--- config.mk ---
export PLATFORM = sky130hd
export DESIGN_NAME = axi_tlul_mem_top
export DESIGN_NICKNAME = d
export VERILOG_FILES = /design/src/tlul_pkg.sv /design/src/axi_tlul_mem_top.sv /design/src/axi_tlul_rd_shim.sv /design/src/axi_tlul_wr_shim.sv /design/src/tlul_host_arb.sv /design/src/tlul_mem.sv
export VERILOG_INCLUDE_DIRS = /design/src /design/src/src
export SDC_FILE = /design/constraint.sdc
export NUM_CORES = 2
export LEC_CHECK = 0
export BUFFER_PORTS_ARGS = -buffer_cell sky130_fd_sc_hd__buf_2
export CAP_MARGIN = 20
export CORE_MARGIN = 2
export CORE_UTILIZATION = 55
export CTS_CLUSTER_SIZE = 20
export DETAILED_ROUTE_END_ITERATION = 16
export PLACE_DENSITY = 0.71
export SLEW_MARGIN = 5
export SYNTH_ARGS = -nofsm -noshare
export SYNTH_HDL_FRONTEND = slang
export SYNTH_HIERARCHICAL = 1
export SYNTH_SLANG_ARGS = --single-unit
--- constraint.sdc ---
create_clock -name clk -period 6.8 [get_ports clk]
set_clock_uncertainty 0.05 [all_clocks]
set_input_delay 1.36 -clock clk [delete_from_list [all_inputs] [get_ports clk]]
set_output_delay 1.36 -clock clk [all_outputs]
set_load 0.05 [all_outputs]
--- src/tlul_cfg.svh ---
`ifndef TLUL_CFG_SVH
`define TLUL_CFG_SVH

// Byte address width, AXI and TL-UL sides alike
`define TL_AW 32

// Data width, a multiple of 8
`define TL_DW 32

// Source tag width, one bit covers two hosts
`define TL_AIW 1

// Memory depth in words
`define MEM_WORDS 64

`endif

--- src/tlul_pkg.sv ---
`default_nettype none

`include "tlul_cfg.svh"

package tlul_pkg;

    // Byte address, bits 1:0 ignored by the memory
    typedef logic [`TL_AW-1:0]   addr_t;
    typedef logic [`TL_DW-1:0]   data_t;
    // One bit per data byte
    typedef logic [`TL_DW/8-1:0] strb_t;
    typedef logic [`TL_AIW-1:0]  source_t;

    typedef logic [2:0] tl_opcode_t;
    typedef logic [1:0] axi_resp_t;

    // --------------------------------------------------
    // TL-UL A channel opcodes
    localparam tl_opcode_t PUT_FULL_DATA    = 3'd0;
    localparam tl_opcode_t PUT_PARTIAL_DATA = 3'd1;
    localparam tl_opcode_t GET              = 3'd4;

    // TL-UL D channel opcodes
    localparam tl_opcode_t ACCESS_ACK      = 3'd0;
    localparam tl_opcode_t ACCESS_ACK_DATA = 3'd1;

    // --------------------------------------------------
    // AXI response codes
    localparam axi_resp_t RESP_OKAY   = 2'b00;
    localparam axi_resp_t RESP_SLVERR = 2'b10;

endpackage

`default_nettype wire

--- src/axi_tlul_mem_top.sv ---
`timescale 1ns/1ps
`default_nettype none

module axi_tlul_mem_top
    import tlul_pkg::*;
(
    input  logic      clk,
    input  logic      rst_n,
    // AXI4-Lite slave port
    input  addr_t     awaddr_i,
    input  logic      awvalid_i,
    output logic      awready_o,
    input  data_t     wdata_i,
    input  strb_t     wstrb_i,
    input  logic      wvalid_i,
    output logic      wready_o,
    output axi_resp_t bresp_o,
    output logic      bvalid_o,
    input  logic      bready_i,
    input  addr_t     araddr_i,
    input  logic      arvalid_i,
    output logic      arready_o,
    output data_t     rdata_o,
    output axi_resp_t rresp_o,
    output logic      rvalid_o,
    input  logic      rready_i
);

    // --------------------------------------------------
    // Write bridge to arbiter host 0
    logic       wr_a_valid, wr_a_ready, wr_d_valid, wr_d_ready, wr_d_error;
    tl_opcode_t wr_a_opcode;
    addr_t      wr_a_address;
    strb_t      wr_a_mask;
    data_t      wr_a_data;

    // Read bridge to arbiter host 1
    logic       rd_a_valid, rd_a_ready, rd_d_valid, rd_d_ready, rd_d_error;
    addr_t      rd_a_address;
    data_t      rd_d_data;

    // Arbiter to memory
    logic       dev_a_valid, dev_a_ready, dev_d_valid, dev_d_ready, dev_d_error;
    tl_opcode_t dev_a_opcode;
    source_t    dev_a_source, dev_d_source;
    addr_t      dev_a_address;
    strb_t      dev_a_mask;
    data_t      dev_a_data, dev_d_data;

    axi_tlul_wr_shim wr_shim_i (
        .clk            (clk),
        .rst_n          (rst_n),
        .awaddr_i       (awaddr_i),
        .awvalid_i      (awvalid_i),
        .awready_o      (awready_o),
        .wdata_i        (wdata_i),
        .wstrb_i        (wstrb_i),
        .wvalid_i       (wvalid_i),
        .wready_o       (wready_o),
        .bresp_o        (bresp_o),
        .bvalid_o       (bvalid_o),
        .bready_i       (bready_i),
        .tl_a_valid_o   (wr_a_valid),
        .tl_a_ready_i   (wr_a_ready),
        .tl_a_opcode_o  (wr_a_opcode),
        .tl_a_address_o (wr_a_address),
        .tl_a_mask_o    (wr_a_mask),
        .tl_a_data_o    (wr_a_data),
        .tl_d_valid_i   (wr_d_valid),
        .tl_d_ready_o   (wr_d_ready),
        .tl_d_error_i   (wr_d_error)
    );

    axi_tlul_rd_shim rd_shim_i (
        .clk            (clk),
        .rst_n          (rst_n),
        .araddr_i       (araddr_i),
        .arvalid_i      (arvalid_i),
        .arready_o      (arready_o),
        .rdata_o        (rdata_o),
        .rresp_o        (rresp_o),
        .rvalid_o       (rvalid_o),
        .rready_i       (rready_i),
        .tl_a_valid_o   (rd_a_valid),
        .tl_a_ready_i   (rd_a_ready),
        .tl_a_address_o (rd_a_address),
        .tl_d_valid_i   (rd_d_valid),
        .tl_d_ready_o   (rd_d_ready),
        .tl_d_data_i    (rd_d_data),
        .tl_d_error_i   (rd_d_error)
    );

    tlul_host_arb arb_i (
        .clk             (clk),
        .rst_n           (rst_n),
        .h0_a_valid_i    (wr_a_valid),
        .h0_a_ready_o    (wr_a_ready),
        .h0_a_opcode_i   (wr_a_opcode),
        .h0_a_address_i  (wr_a_address),
        .h0_a_mask_i     (wr_a_mask),
        .h0_a_data_i     (wr_a_data),
        .h0_d_valid_o    (wr_d_valid),
        .h0_d_ready_i    (wr_d_ready),
        .h0_d_error_o    (wr_d_error),
        .h1_a_valid_i    (rd_a_valid),
        .h1_a_ready_o    (rd_a_ready),
        .h1_a_address_i  (rd_a_address),
        .h1_d_valid_o    (rd_d_valid),
        .h1_d_ready_i    (rd_d_ready),
        .h1_d_data_o     (rd_d_data),
        .h1_d_error_o    (rd_d_error),
        .dev_a_valid_o   (dev_a_valid),
        .dev_a_ready_i   (dev_a_ready),
        .dev_a_opcode_o  (dev_a_opcode),
        .dev_a_source_o  (dev_a_source),
        .dev_a_address_o (dev_a_address),
        .dev_a_mask_o    (dev_a_mask),
        .dev_a_data_o    (dev_a_data),
        .dev_d_valid_i   (dev_d_valid),
        .dev_d_ready_o   (dev_d_ready),
        .dev_d_source_i  (dev_d_source),
        .dev_d_data_i    (dev_d_data),
        .dev_d_error_i   (dev_d_error)
    );

    // D opcode left open, the source tag already tells Put from Get
    tlul_mem mem_i (
        .clk            (clk),
        .rst_n          (rst_n),
        .tl_a_valid_i   (dev_a_valid),
        .tl_a_ready_o   (dev_a_ready),
        .tl_a_opcode_i  (dev_a_opcode),
        .tl_a_source_i  (dev_a_source),
        .tl_a_address_i (dev_a_address),
        .tl_a_mask_i    (dev_a_mask),
        .tl_a_data_i    (dev_a_data),
        .tl_d_valid_o   (dev_d_valid),
        .tl_d_ready_i   (dev_d_ready),
        .tl_d_opcode_o  (),
        .tl_d_source_o  (dev_d_source),
        .tl_d_data_o    (dev_d_data),
        .tl_d_error_o   (dev_d_error)
    );

endmodule

`default_nettype wire

--- src/axi_tlul_rd_shim.sv ---
`timescale 1ns/1ps
`default_nettype none

module axi_tlul_rd_shim
    import tlul_pkg::*;
(
    input  logic      clk,
    input  logic      rst_n,
    // AXI4-Lite read address
    input  addr_t     araddr_i,
    input  logic      arvalid_i,
    output logic      arready_o,
    // AXI4-Lite read data
    output data_t     rdata_o,
    output axi_resp_t rresp_o,
    output logic      rvalid_o,
    input  logic      rready_i,
    // TL-UL A channel, opcode and mask added by the arbiter
    output logic      tl_a_valid_o,
    input  logic      tl_a_ready_i,
    output addr_t     tl_a_address_o,
    // TL-UL D channel
    input  logic      tl_d_valid_i,
    output logic      tl_d_ready_o,
    input  data_t     tl_d_data_i,
    input  logic      tl_d_error_i
);

    typedef enum logic [1:0] {
        RD_IDLE,
        RD_REQ,
        RD_WAIT_DATA,
        RD_RESP
    } rd_state_e;

    rd_state_e state_q, state_d;
    logic      ar_hs, d_hs;
    addr_t     addr_q;
    data_t     rdata_q;
    axi_resp_t rresp_q;

    assign arready_o = (state_q == RD_IDLE);
    assign ar_hs     = arvalid_i && arready_o;
    assign d_hs      = tl_d_valid_i && tl_d_ready_o;

    // Address and R payload capture
    always_ff @(posedge clk) begin
        if (ar_hs) begin
            addr_q <= araddr_i;
        end
        // Error data forced to zero
        if (d_hs) begin
            rdata_q <= tl_d_error_i ? '0 : tl_d_data_i;
            rresp_q <= tl_d_error_i ? RESP_SLVERR : RESP_OKAY;
        end
    end

    // --------------------------------------------------
    // Get sequencing
    always_comb begin
        state_d = state_q;
        case (state_q)
            RD_IDLE:      if (arvalid_i) state_d = RD_REQ;
            RD_REQ:       if (tl_a_ready_i) state_d = RD_WAIT_DATA;
            RD_WAIT_DATA: if (tl_d_valid_i) state_d = RD_RESP;
            RD_RESP:      if (rready_i) state_d = RD_IDLE;
            default:      state_d = RD_IDLE;
        endcase
    end

    always_ff @(posedge clk or negedge rst_n) begin
        if (!rst_n) begin
            state_q <= RD_IDLE;
        end else begin
            state_q <= state_d;
        end
    end

    assign tl_a_valid_o   = (state_q == RD_REQ);
    assign tl_a_address_o = addr_q;
    assign tl_d_ready_o   = (state_q == RD_WAIT_DATA);

    // R held stable under rready back-pressure
    assign rvalid_o = (state_q == RD_RESP);
    assign rdata_o  = rdata_q;
    assign rresp_o  = rresp_q;

endmodule

`default_nettype wire

--- src/axi_tlul_wr_shim.sv ---
`timescale 1ns/1ps
`default_nettype none

module axi_tlul_wr_shim
    import tlul_pkg::*;
(
    input  logic       clk,
    input  logic       rst_n,
    // AXI4-Lite write address
    input  addr_t      awaddr_i,
    input  logic       awvalid_i,
    output logic       awready_o,
    // AXI4-Lite write data
    input  data_t      wdata_i,
    input  strb_t      wstrb_i,
    input  logic       wvalid_i,
    output logic       wready_o,
    // AXI4-Lite write response
    output axi_resp_t  bresp_o,
    output logic       bvalid_o,
    input  logic       bready_i,
    // TL-UL A channel, host side
    output logic       tl_a_valid_o,
    input  logic       tl_a_ready_i,
    output tl_opcode_t tl_a_opcode_o,
    output addr_t      tl_a_address_o,
    output strb_t      tl_a_mask_o,
    output data_t      tl_a_data_o,
    // TL-UL D channel, host side
    input  logic       tl_d_valid_i,
    output logic       tl_d_ready_o,
    input  logic       tl_d_error_i
);

    typedef enum logic [1:0] {
        WR_IDLE,
        WR_REQ,
        WR_WAIT_ACK,
        WR_RESP
    } wr_state_e;

    wr_state_e state_q, state_d;
    logic      aw_held_q, w_held_q;
    logic      aw_hs, w_hs, b_hs, d_hs;
    addr_t     addr_q;
    data_t     data_q;
    strb_t     strb_q;
    axi_resp_t bresp_q;

    // --------------------------------------------------
    // AXI side handshakes
    assign awready_o = !aw_held_q;
    assign wready_o  = !w_held_q;
    assign aw_hs     = awvalid_i && awready_o;
    assign w_hs      = wvalid_i && wready_o;
    assign b_hs      = bvalid_o && bready_i;
    assign d_hs      = tl_d_valid_i && tl_d_ready_o;

    // Flags stay set until B completes, blocks a second write
    always_ff @(posedge clk or negedge rst_n) begin
        if (!rst_n) begin
            aw_held_q <= 1'b0;
            w_held_q  <= 1'b0;
        end else if (b_hs) begin
            aw_held_q <= 1'b0;
            w_held_q  <= 1'b0;
        end else begin
            aw_held_q <= aw_held_q || aw_hs;
            w_held_q  <= w_held_q || w_hs;
        end
    end

    // Address, data and response capture
    always_ff @(posedge clk) begin
        if (aw_hs) begin
            addr_q <= awaddr_i;
        end
        if (w_hs) begin
            data_q <= wdata_i;
            strb_q <= wstrb_i;
        end
        if (d_hs) begin
            bresp_q <= tl_d_error_i ? RESP_SLVERR : RESP_OKAY;
        end
    end

    // --------------------------------------------------
    // Put sequencing
    always_comb begin
        state_d = state_q;
        case (state_q)
            // Leave as soon as both halves are in, including this cycle
            WR_IDLE:     if ((aw_held_q || aw_hs) && (w_held_q || w_hs)) state_d = WR_REQ;
            WR_REQ:      if (tl_a_ready_i) state_d = WR_WAIT_ACK;
            WR_WAIT_ACK: if (tl_d_valid_i) state_d = WR_RESP;
            WR_RESP:     if (bready_i) state_d = WR_IDLE;
            default:     state_d = WR_IDLE;
        endcase
    end

    always_ff @(posedge clk or negedge rst_n) begin
        if (!rst_n) begin
            state_q <= WR_IDLE;
        end else begin
            state_q <= state_d;
        end
    end

    // Full strobe maps to PutFullData
    assign tl_a_valid_o   = (state_q == WR_REQ);
    assign tl_a_opcode_o  = (&strb_q) ? PUT_FULL_DATA : PUT_PARTIAL_DATA;
    assign tl_a_address_o = addr_q;
    assign tl_a_mask_o    = strb_q;
    assign tl_a_data_o    = data_q;
    assign tl_d_ready_o   = (state_q == WR_WAIT_ACK);

    assign bvalid_o = (state_q == WR_RESP);
    assign bresp_o  = bresp_q;

endmodule

`default_nettype wire

--- src/tlul_host_arb.sv ---
`timescale 1ns/1ps
`default_nettype none

module tlul_host_arb
    import tlul_pkg::*;
(
    input  logic       clk,
    input  logic       rst_n,
    // Host 0, write bridge
    input  logic       h0_a_valid_i,
    output logic       h0_a_ready_o,
    input  tl_opcode_t h0_a_opcode_i,
    input  addr_t      h0_a_address_i,
    input  strb_t      h0_a_mask_i,
    input  data_t      h0_a_data_i,
    output logic       h0_d_valid_o,
    input  logic       h0_d_ready_i,
    output logic       h0_d_error_o,
    // Host 1, read bridge
    input  logic       h1_a_valid_i,
    output logic       h1_a_ready_o,
    input  addr_t      h1_a_address_i,
    output logic       h1_d_valid_o,
    input  logic       h1_d_ready_i,
    output data_t      h1_d_data_o,
    output logic       h1_d_error_o,
    // Device side
    output logic       dev_a_valid_o,
    input  logic       dev_a_ready_i,
    output tl_opcode_t dev_a_opcode_o,
    output source_t    dev_a_source_o,
    output addr_t      dev_a_address_o,
    output strb_t      dev_a_mask_o,
    output data_t      dev_a_data_o,
    input  logic       dev_d_valid_i,
    output logic       dev_d_ready_o,
    input  source_t    dev_d_source_i,
    input  data_t      dev_d_data_i,
    input  logic       dev_d_error_i
);

    // Source tags, one per host
    localparam source_t SRC_WR = source_t'(0);
    localparam source_t SRC_RD = source_t'(1);

    source_t gnt;
    source_t prio_q;
    source_t lock_id_q;
    logic    lock_q;
    logic    a_hs;

    // --------------------------------------------------
    // Grant select, lock wins over priority
    always_comb begin
        if (lock_q) begin
            gnt = lock_id_q;
        end else if (h0_a_valid_i && h1_a_valid_i) begin
            gnt = prio_q;
        end else begin
            gnt = h1_a_valid_i ? SRC_RD : SRC_WR;
        end
    end

    assign a_hs = dev_a_valid_o && dev_a_ready_i;

    // Priority flips after each accepted beat
    always_ff @(posedge clk or negedge rst_n) begin
        if (!rst_n) begin
            prio_q    <= SRC_WR;
            lock_q    <= 1'b0;
            lock_id_q <= SRC_WR;
        end else if (a_hs) begin
            prio_q <= (gnt == SRC_WR) ? SRC_RD : SRC_WR;
            lock_q <= 1'b0;
        end else if (dev_a_valid_o) begin
            // Stalled request keeps its grant
            lock_q    <= 1'b1;
            lock_id_q <= gnt;
        end
    end

    // A path mux, Get with full mask for the read host
    assign dev_a_valid_o   = (gnt == SRC_RD) ? h1_a_valid_i : h0_a_valid_i;
    assign dev_a_opcode_o  = (gnt == SRC_RD) ? GET : h0_a_opcode_i;
    assign dev_a_source_o  = gnt;
    assign dev_a_address_o = (gnt == SRC_RD) ? h1_a_address_i : h0_a_address_i;
    assign dev_a_mask_o    = (gnt == SRC_RD) ? '1 : h0_a_mask_i;
    assign dev_a_data_o    = (gnt == SRC_RD) ? '0 : h0_a_data_i;
    assign h0_a_ready_o    = dev_a_ready_i && (gnt == SRC_WR);
    assign h1_a_ready_o    = dev_a_ready_i && (gnt == SRC_RD);

    // --------------------------------------------------
    // D path, steered by source
    assign h0_d_valid_o  = dev_d_valid_i && (dev_d_source_i == SRC_WR);
    assign h1_d_valid_o  = dev_d_valid_i && (dev_d_source_i == SRC_RD);
    assign dev_d_ready_o = (dev_d_source_i == SRC_RD) ? h1_d_ready_i : h0_d_ready_i;
    assign h0_d_error_o  = dev_d_error_i;
    assign h1_d_error_o  = dev_d_error_i;
    assign h1_d_data_o   = dev_d_data_i;

endmodule

`default_nettype wire

--- src/tlul_mem.sv ---
`timescale 1ns/1ps
`default_nettype none

`include "tlul_cfg.svh"

module tlul_mem
    import tlul_pkg::*;
(
    input  logic       clk,
    input  logic       rst_n,
    // TL-UL A channel
    input  logic       tl_a_valid_i,
    output logic       tl_a_ready_o,
    input  tl_opcode_t tl_a_opcode_i,
    input  source_t    tl_a_source_i,
    input  addr_t      tl_a_address_i,
    input  strb_t      tl_a_mask_i,
    input  data_t      tl_a_data_i,
    // TL-UL D channel
    output logic       tl_d_valid_o,
    input  logic       tl_d_ready_i,
    output tl_opcode_t tl_d_opcode_o,
    output source_t    tl_d_source_o,
    output data_t      tl_d_data_o,
    output logic       tl_d_error_o
);

    localparam int IDX_W  = `TL_AW - 2;
    localparam int WORD_W = $clog2(`MEM_WORDS);

    data_t            mem_q [`MEM_WORDS];
    logic [IDX_W-1:0] a_idx;
    logic             a_in_range;
    logic             a_is_get;
    logic             a_hs;

    // Word index, byte offset dropped
    assign a_idx      = tl_a_address_i[`TL_AW-1:2];
    assign a_in_range = (a_idx < IDX_W'(`MEM_WORDS));
    assign a_is_get   = (tl_a_opcode_i == GET);

    // One response slot, refilled in the cycle it drains
    assign tl_a_ready_o = !tl_d_valid_o || tl_d_ready_i;
    assign a_hs         = tl_a_valid_i && tl_a_ready_o;

    // --------------------------------------------------
    // Storage, word i comes out of reset as i
    always_ff @(posedge clk or negedge rst_n) begin
        if (!rst_n) begin
            for (int i = 0; i < `MEM_WORDS; i++) begin
                mem_q[i] <= data_t'(i);
            end
        end else if (a_hs && a_in_range && !a_is_get) begin
            // Byte lanes under the mask only
            for (int b = 0; b < `TL_DW/8; b++) begin
                if (tl_a_mask_i[b]) begin
                    mem_q[a_idx[WORD_W-1:0]][8*b +: 8] <= tl_a_data_i[8*b +: 8];
                end
            end
        end
    end

    // --------------------------------------------------
    // Response valid
    always_ff @(posedge clk or negedge rst_n) begin
        if (!rst_n) begin
            tl_d_valid_o <= 1'b0;
        end else if (a_hs) begin
            tl_d_valid_o <= 1'b1;
        end else if (tl_d_ready_i) begin
            tl_d_valid_o <= 1'b0;
        end
    end

    // Response fields, only loaded on an accepted beat
    always_ff @(posedge clk) begin
        if (a_hs) begin
            tl_d_opcode_o <= a_is_get ? ACCESS_ACK_DATA : ACCESS_ACK;
            tl_d_source_o <= tl_a_source_i;
            tl_d_error_o  <= !a_in_range;
            tl_d_data_o   <= (a_is_get && a_in_range) ? mem_q[a_idx[WORD_W-1:0]] : '0;
        end
    end

endmodule

`default_nettype wire

==> results.json <==
{
  "cts.repair.resized": 0,
  "grt_max_degree": 186,
  "htree_levels": 4,
  "grtUsageTotal": 0.316,
  "yosys_warnings": 6,
  "fmax_mhz": 181,
  "layout_min_cycle_time_ps": 5520,
  "avgSynthCellArea_um2": 13.8,
  "max-slew-margin-rel": 0.258,
  "drive_gt1_frac": 0.465,
  "clock_latency_ps": 870,
  "grt_pass1_vias": 67900,
  "worst_pin_slew_ps": 1110,
  "dpl.hpwl_um": 183000,
  "cts_tree": "built",
  "start_util": 0.552,
  "cts.sinks": 2222,
  "cts-buffers-inserted": 223,
  "rows": 158,
  "cellLeakagePower_nw": 54.2,
  "die_h_um": 435,
  "grt_pass1_wl_um": 444000,
  "drt-total-wl_um": 298000,
  "grt_overflow": 0,
  "setup_viol": 0,
  "rsz0062_at_grt": "false",
  "synth_area_um2": 102000,
  "power_density_nw_per_um2": 337,
  "nNetsFinal": 7491,
  "fin_crit_sh": 0.811,
  "post-route-drc-count": 0,
  "port_buffers": 141,
  "postCtsSetupRepairBufs": 0,
  "syn_to_final_growth_pct": 11.3,
  "drv_slew": 0,
  "die_x_um": 435,
  "vias": 66000,
  "worst_setup_path_start_kind": "flip-flop",
  "ant_nets": 0,
  "clk_pin_slew_ps": 60,
  "peakVddDrop_mv": 1.07,
  "whs_ps": 395,
  "routedWlPerCell_um": 29.6,
  "final-hold-violation-count": 0,
  "clock-root-buffer": "clkbuf_16",
  "dr.first_iter.drc_count": 6169,
  "cts_hold_buf": 0,
  "die-area_um2": 189000,
  "min_path_type": "in2async",
  "fin_setup_tns_ps": 0,
  "synthCells": 7406,
  "drt_pass1_iterations": 5,
  "coreArea_um2": 185000,
  "routed_via_density": 6.56,
  "required_ps": 7280,
  "cp_max_fo": 26,
  "path_class": "reg2reg",
  "status": "finished clean",
  "reg2reg_depth": 11,
  "crit_path_end_kind": "flip-flop",
  "cts_buffer_depth": 3,
  "routabilityCongestion": 0.879,
  "drv_cap": 0,
  "ioPinCount": 148,
  "antenna_found_initial": 13,
  "crit_arrival_ps": 6000
}
## final timing paths
kind                                 startpoint                    end  slack, ps
max reg2reg                rd_shim_i/state_q[1]  mem_i/tl_d_data_o[18]       1280
max                        rd_shim_i/state_q[1]  mem_i/tl_d_data_o[18]       1280
max in group asynchronous                 rst_n      mem_i/mem_q[1707]       4390
min reg2reg                    mem_i/mem_q[141]       mem_i/mem_q[141]        450
min in group clk               mem_i/mem_q[141]       mem_i/mem_q[141]        450
min                                       rst_n           arb_i/prio_q        390
## layout by cell type (no fill, tap or decap), drive strengths merged, types with 48 or more instances in the layout
cell / instances
a31oi: 92
o22ai: 127
nand2b: 73
a211o: 60
clkbuf: 333
a22oi: 66
clkinv: 55
a21oi: 122
mux2: 2152
mux4: 74
a221oi: 489
mux2i: 187
nor2: 85
buf: 418
dfstp: 192
edfxtp: 164
nor4: 48
a32oi: 60
o21ai: 125
and3b: 240
dfrtp: 1866
nor2b: 58
nand2: 331
## power breakdown
group          internal [mW]  switching [mW]
Combinational           2.89            8.69
Clock                   7.55            5.25
Sequential              13.7           0.197
Total                   24.1            14.1
## sequential cells by signal, summed over array words and instances (netlist names), 2 cells and up
| signal | flops |
|---|---|
| mem_i/mem_q | 2048 |
| mem_i/tl_d_data_o | 32 |
| rd_shim_i/tl_a_address_o | 30 |
| wr_shim_i/tl_a_data_o | 32 |
| wr_shim_i/tl_a_address_o | 30 |
| wr_shim_i/state_q | 2 |
| wr_shim_i/tl_a_mask_o | 4 |
| rd_shim_i/rdata_o | 32 |
| rd_shim_i/state_q | 2 |
## area by class of cell
type	instances	area, um^2
fillers	14000	71300
flip-flops and latches	2222	56700
multi-input cells	4493	42600
clock buffers	333	6680
repair buffers	418	3350
well taps	2480	3100
clock inverters	88	1050
inverters	16	70.1
diodes	8	20.0
## through the flow
stage | setup WS [ps] | utilization | total power, mW | instances | area [um^2]
2_1_floorplan | 3340 | - | 20.7 | 7408 | 102000
3_3_place_gp | 1250 | 0.572 | 25.2 | 9627 | 106000
3_5_place_dp | 1350 | 0.572 | 25.4 | 9628 | 106000
4_1_cts | 1330 | 0.614 | 38.2 | 10000 | 114000
5_1_grt | 1140 | 0.614 | 39.4 | 10100 | 114000
6_report | 1280 | 0.614 | 38.3 | 10100 | 114000
## routing by layer
layer	track usage	routed length (um)	vias up
met5	0	13	-
met4	0.158	15500	2
met3	0.0944	27900	667
met2	0.475	134000	2567
met1	0.417	120000	34900
li1	-	-	27800
## worst max-delay path, stage by stage (launching register included)
cell and delay, ps:
dfrtp_1 420, inv_1 110, ha_1 280, nor2b_2 210, a21boi_4 670, buf_4 450, mux2_1 630, or3b_2 840
buf_4 390, a21oi_1 70, nor4_1 760, a31oi_1 290
No activity file was read; power rests on OpenSTA's default activity.
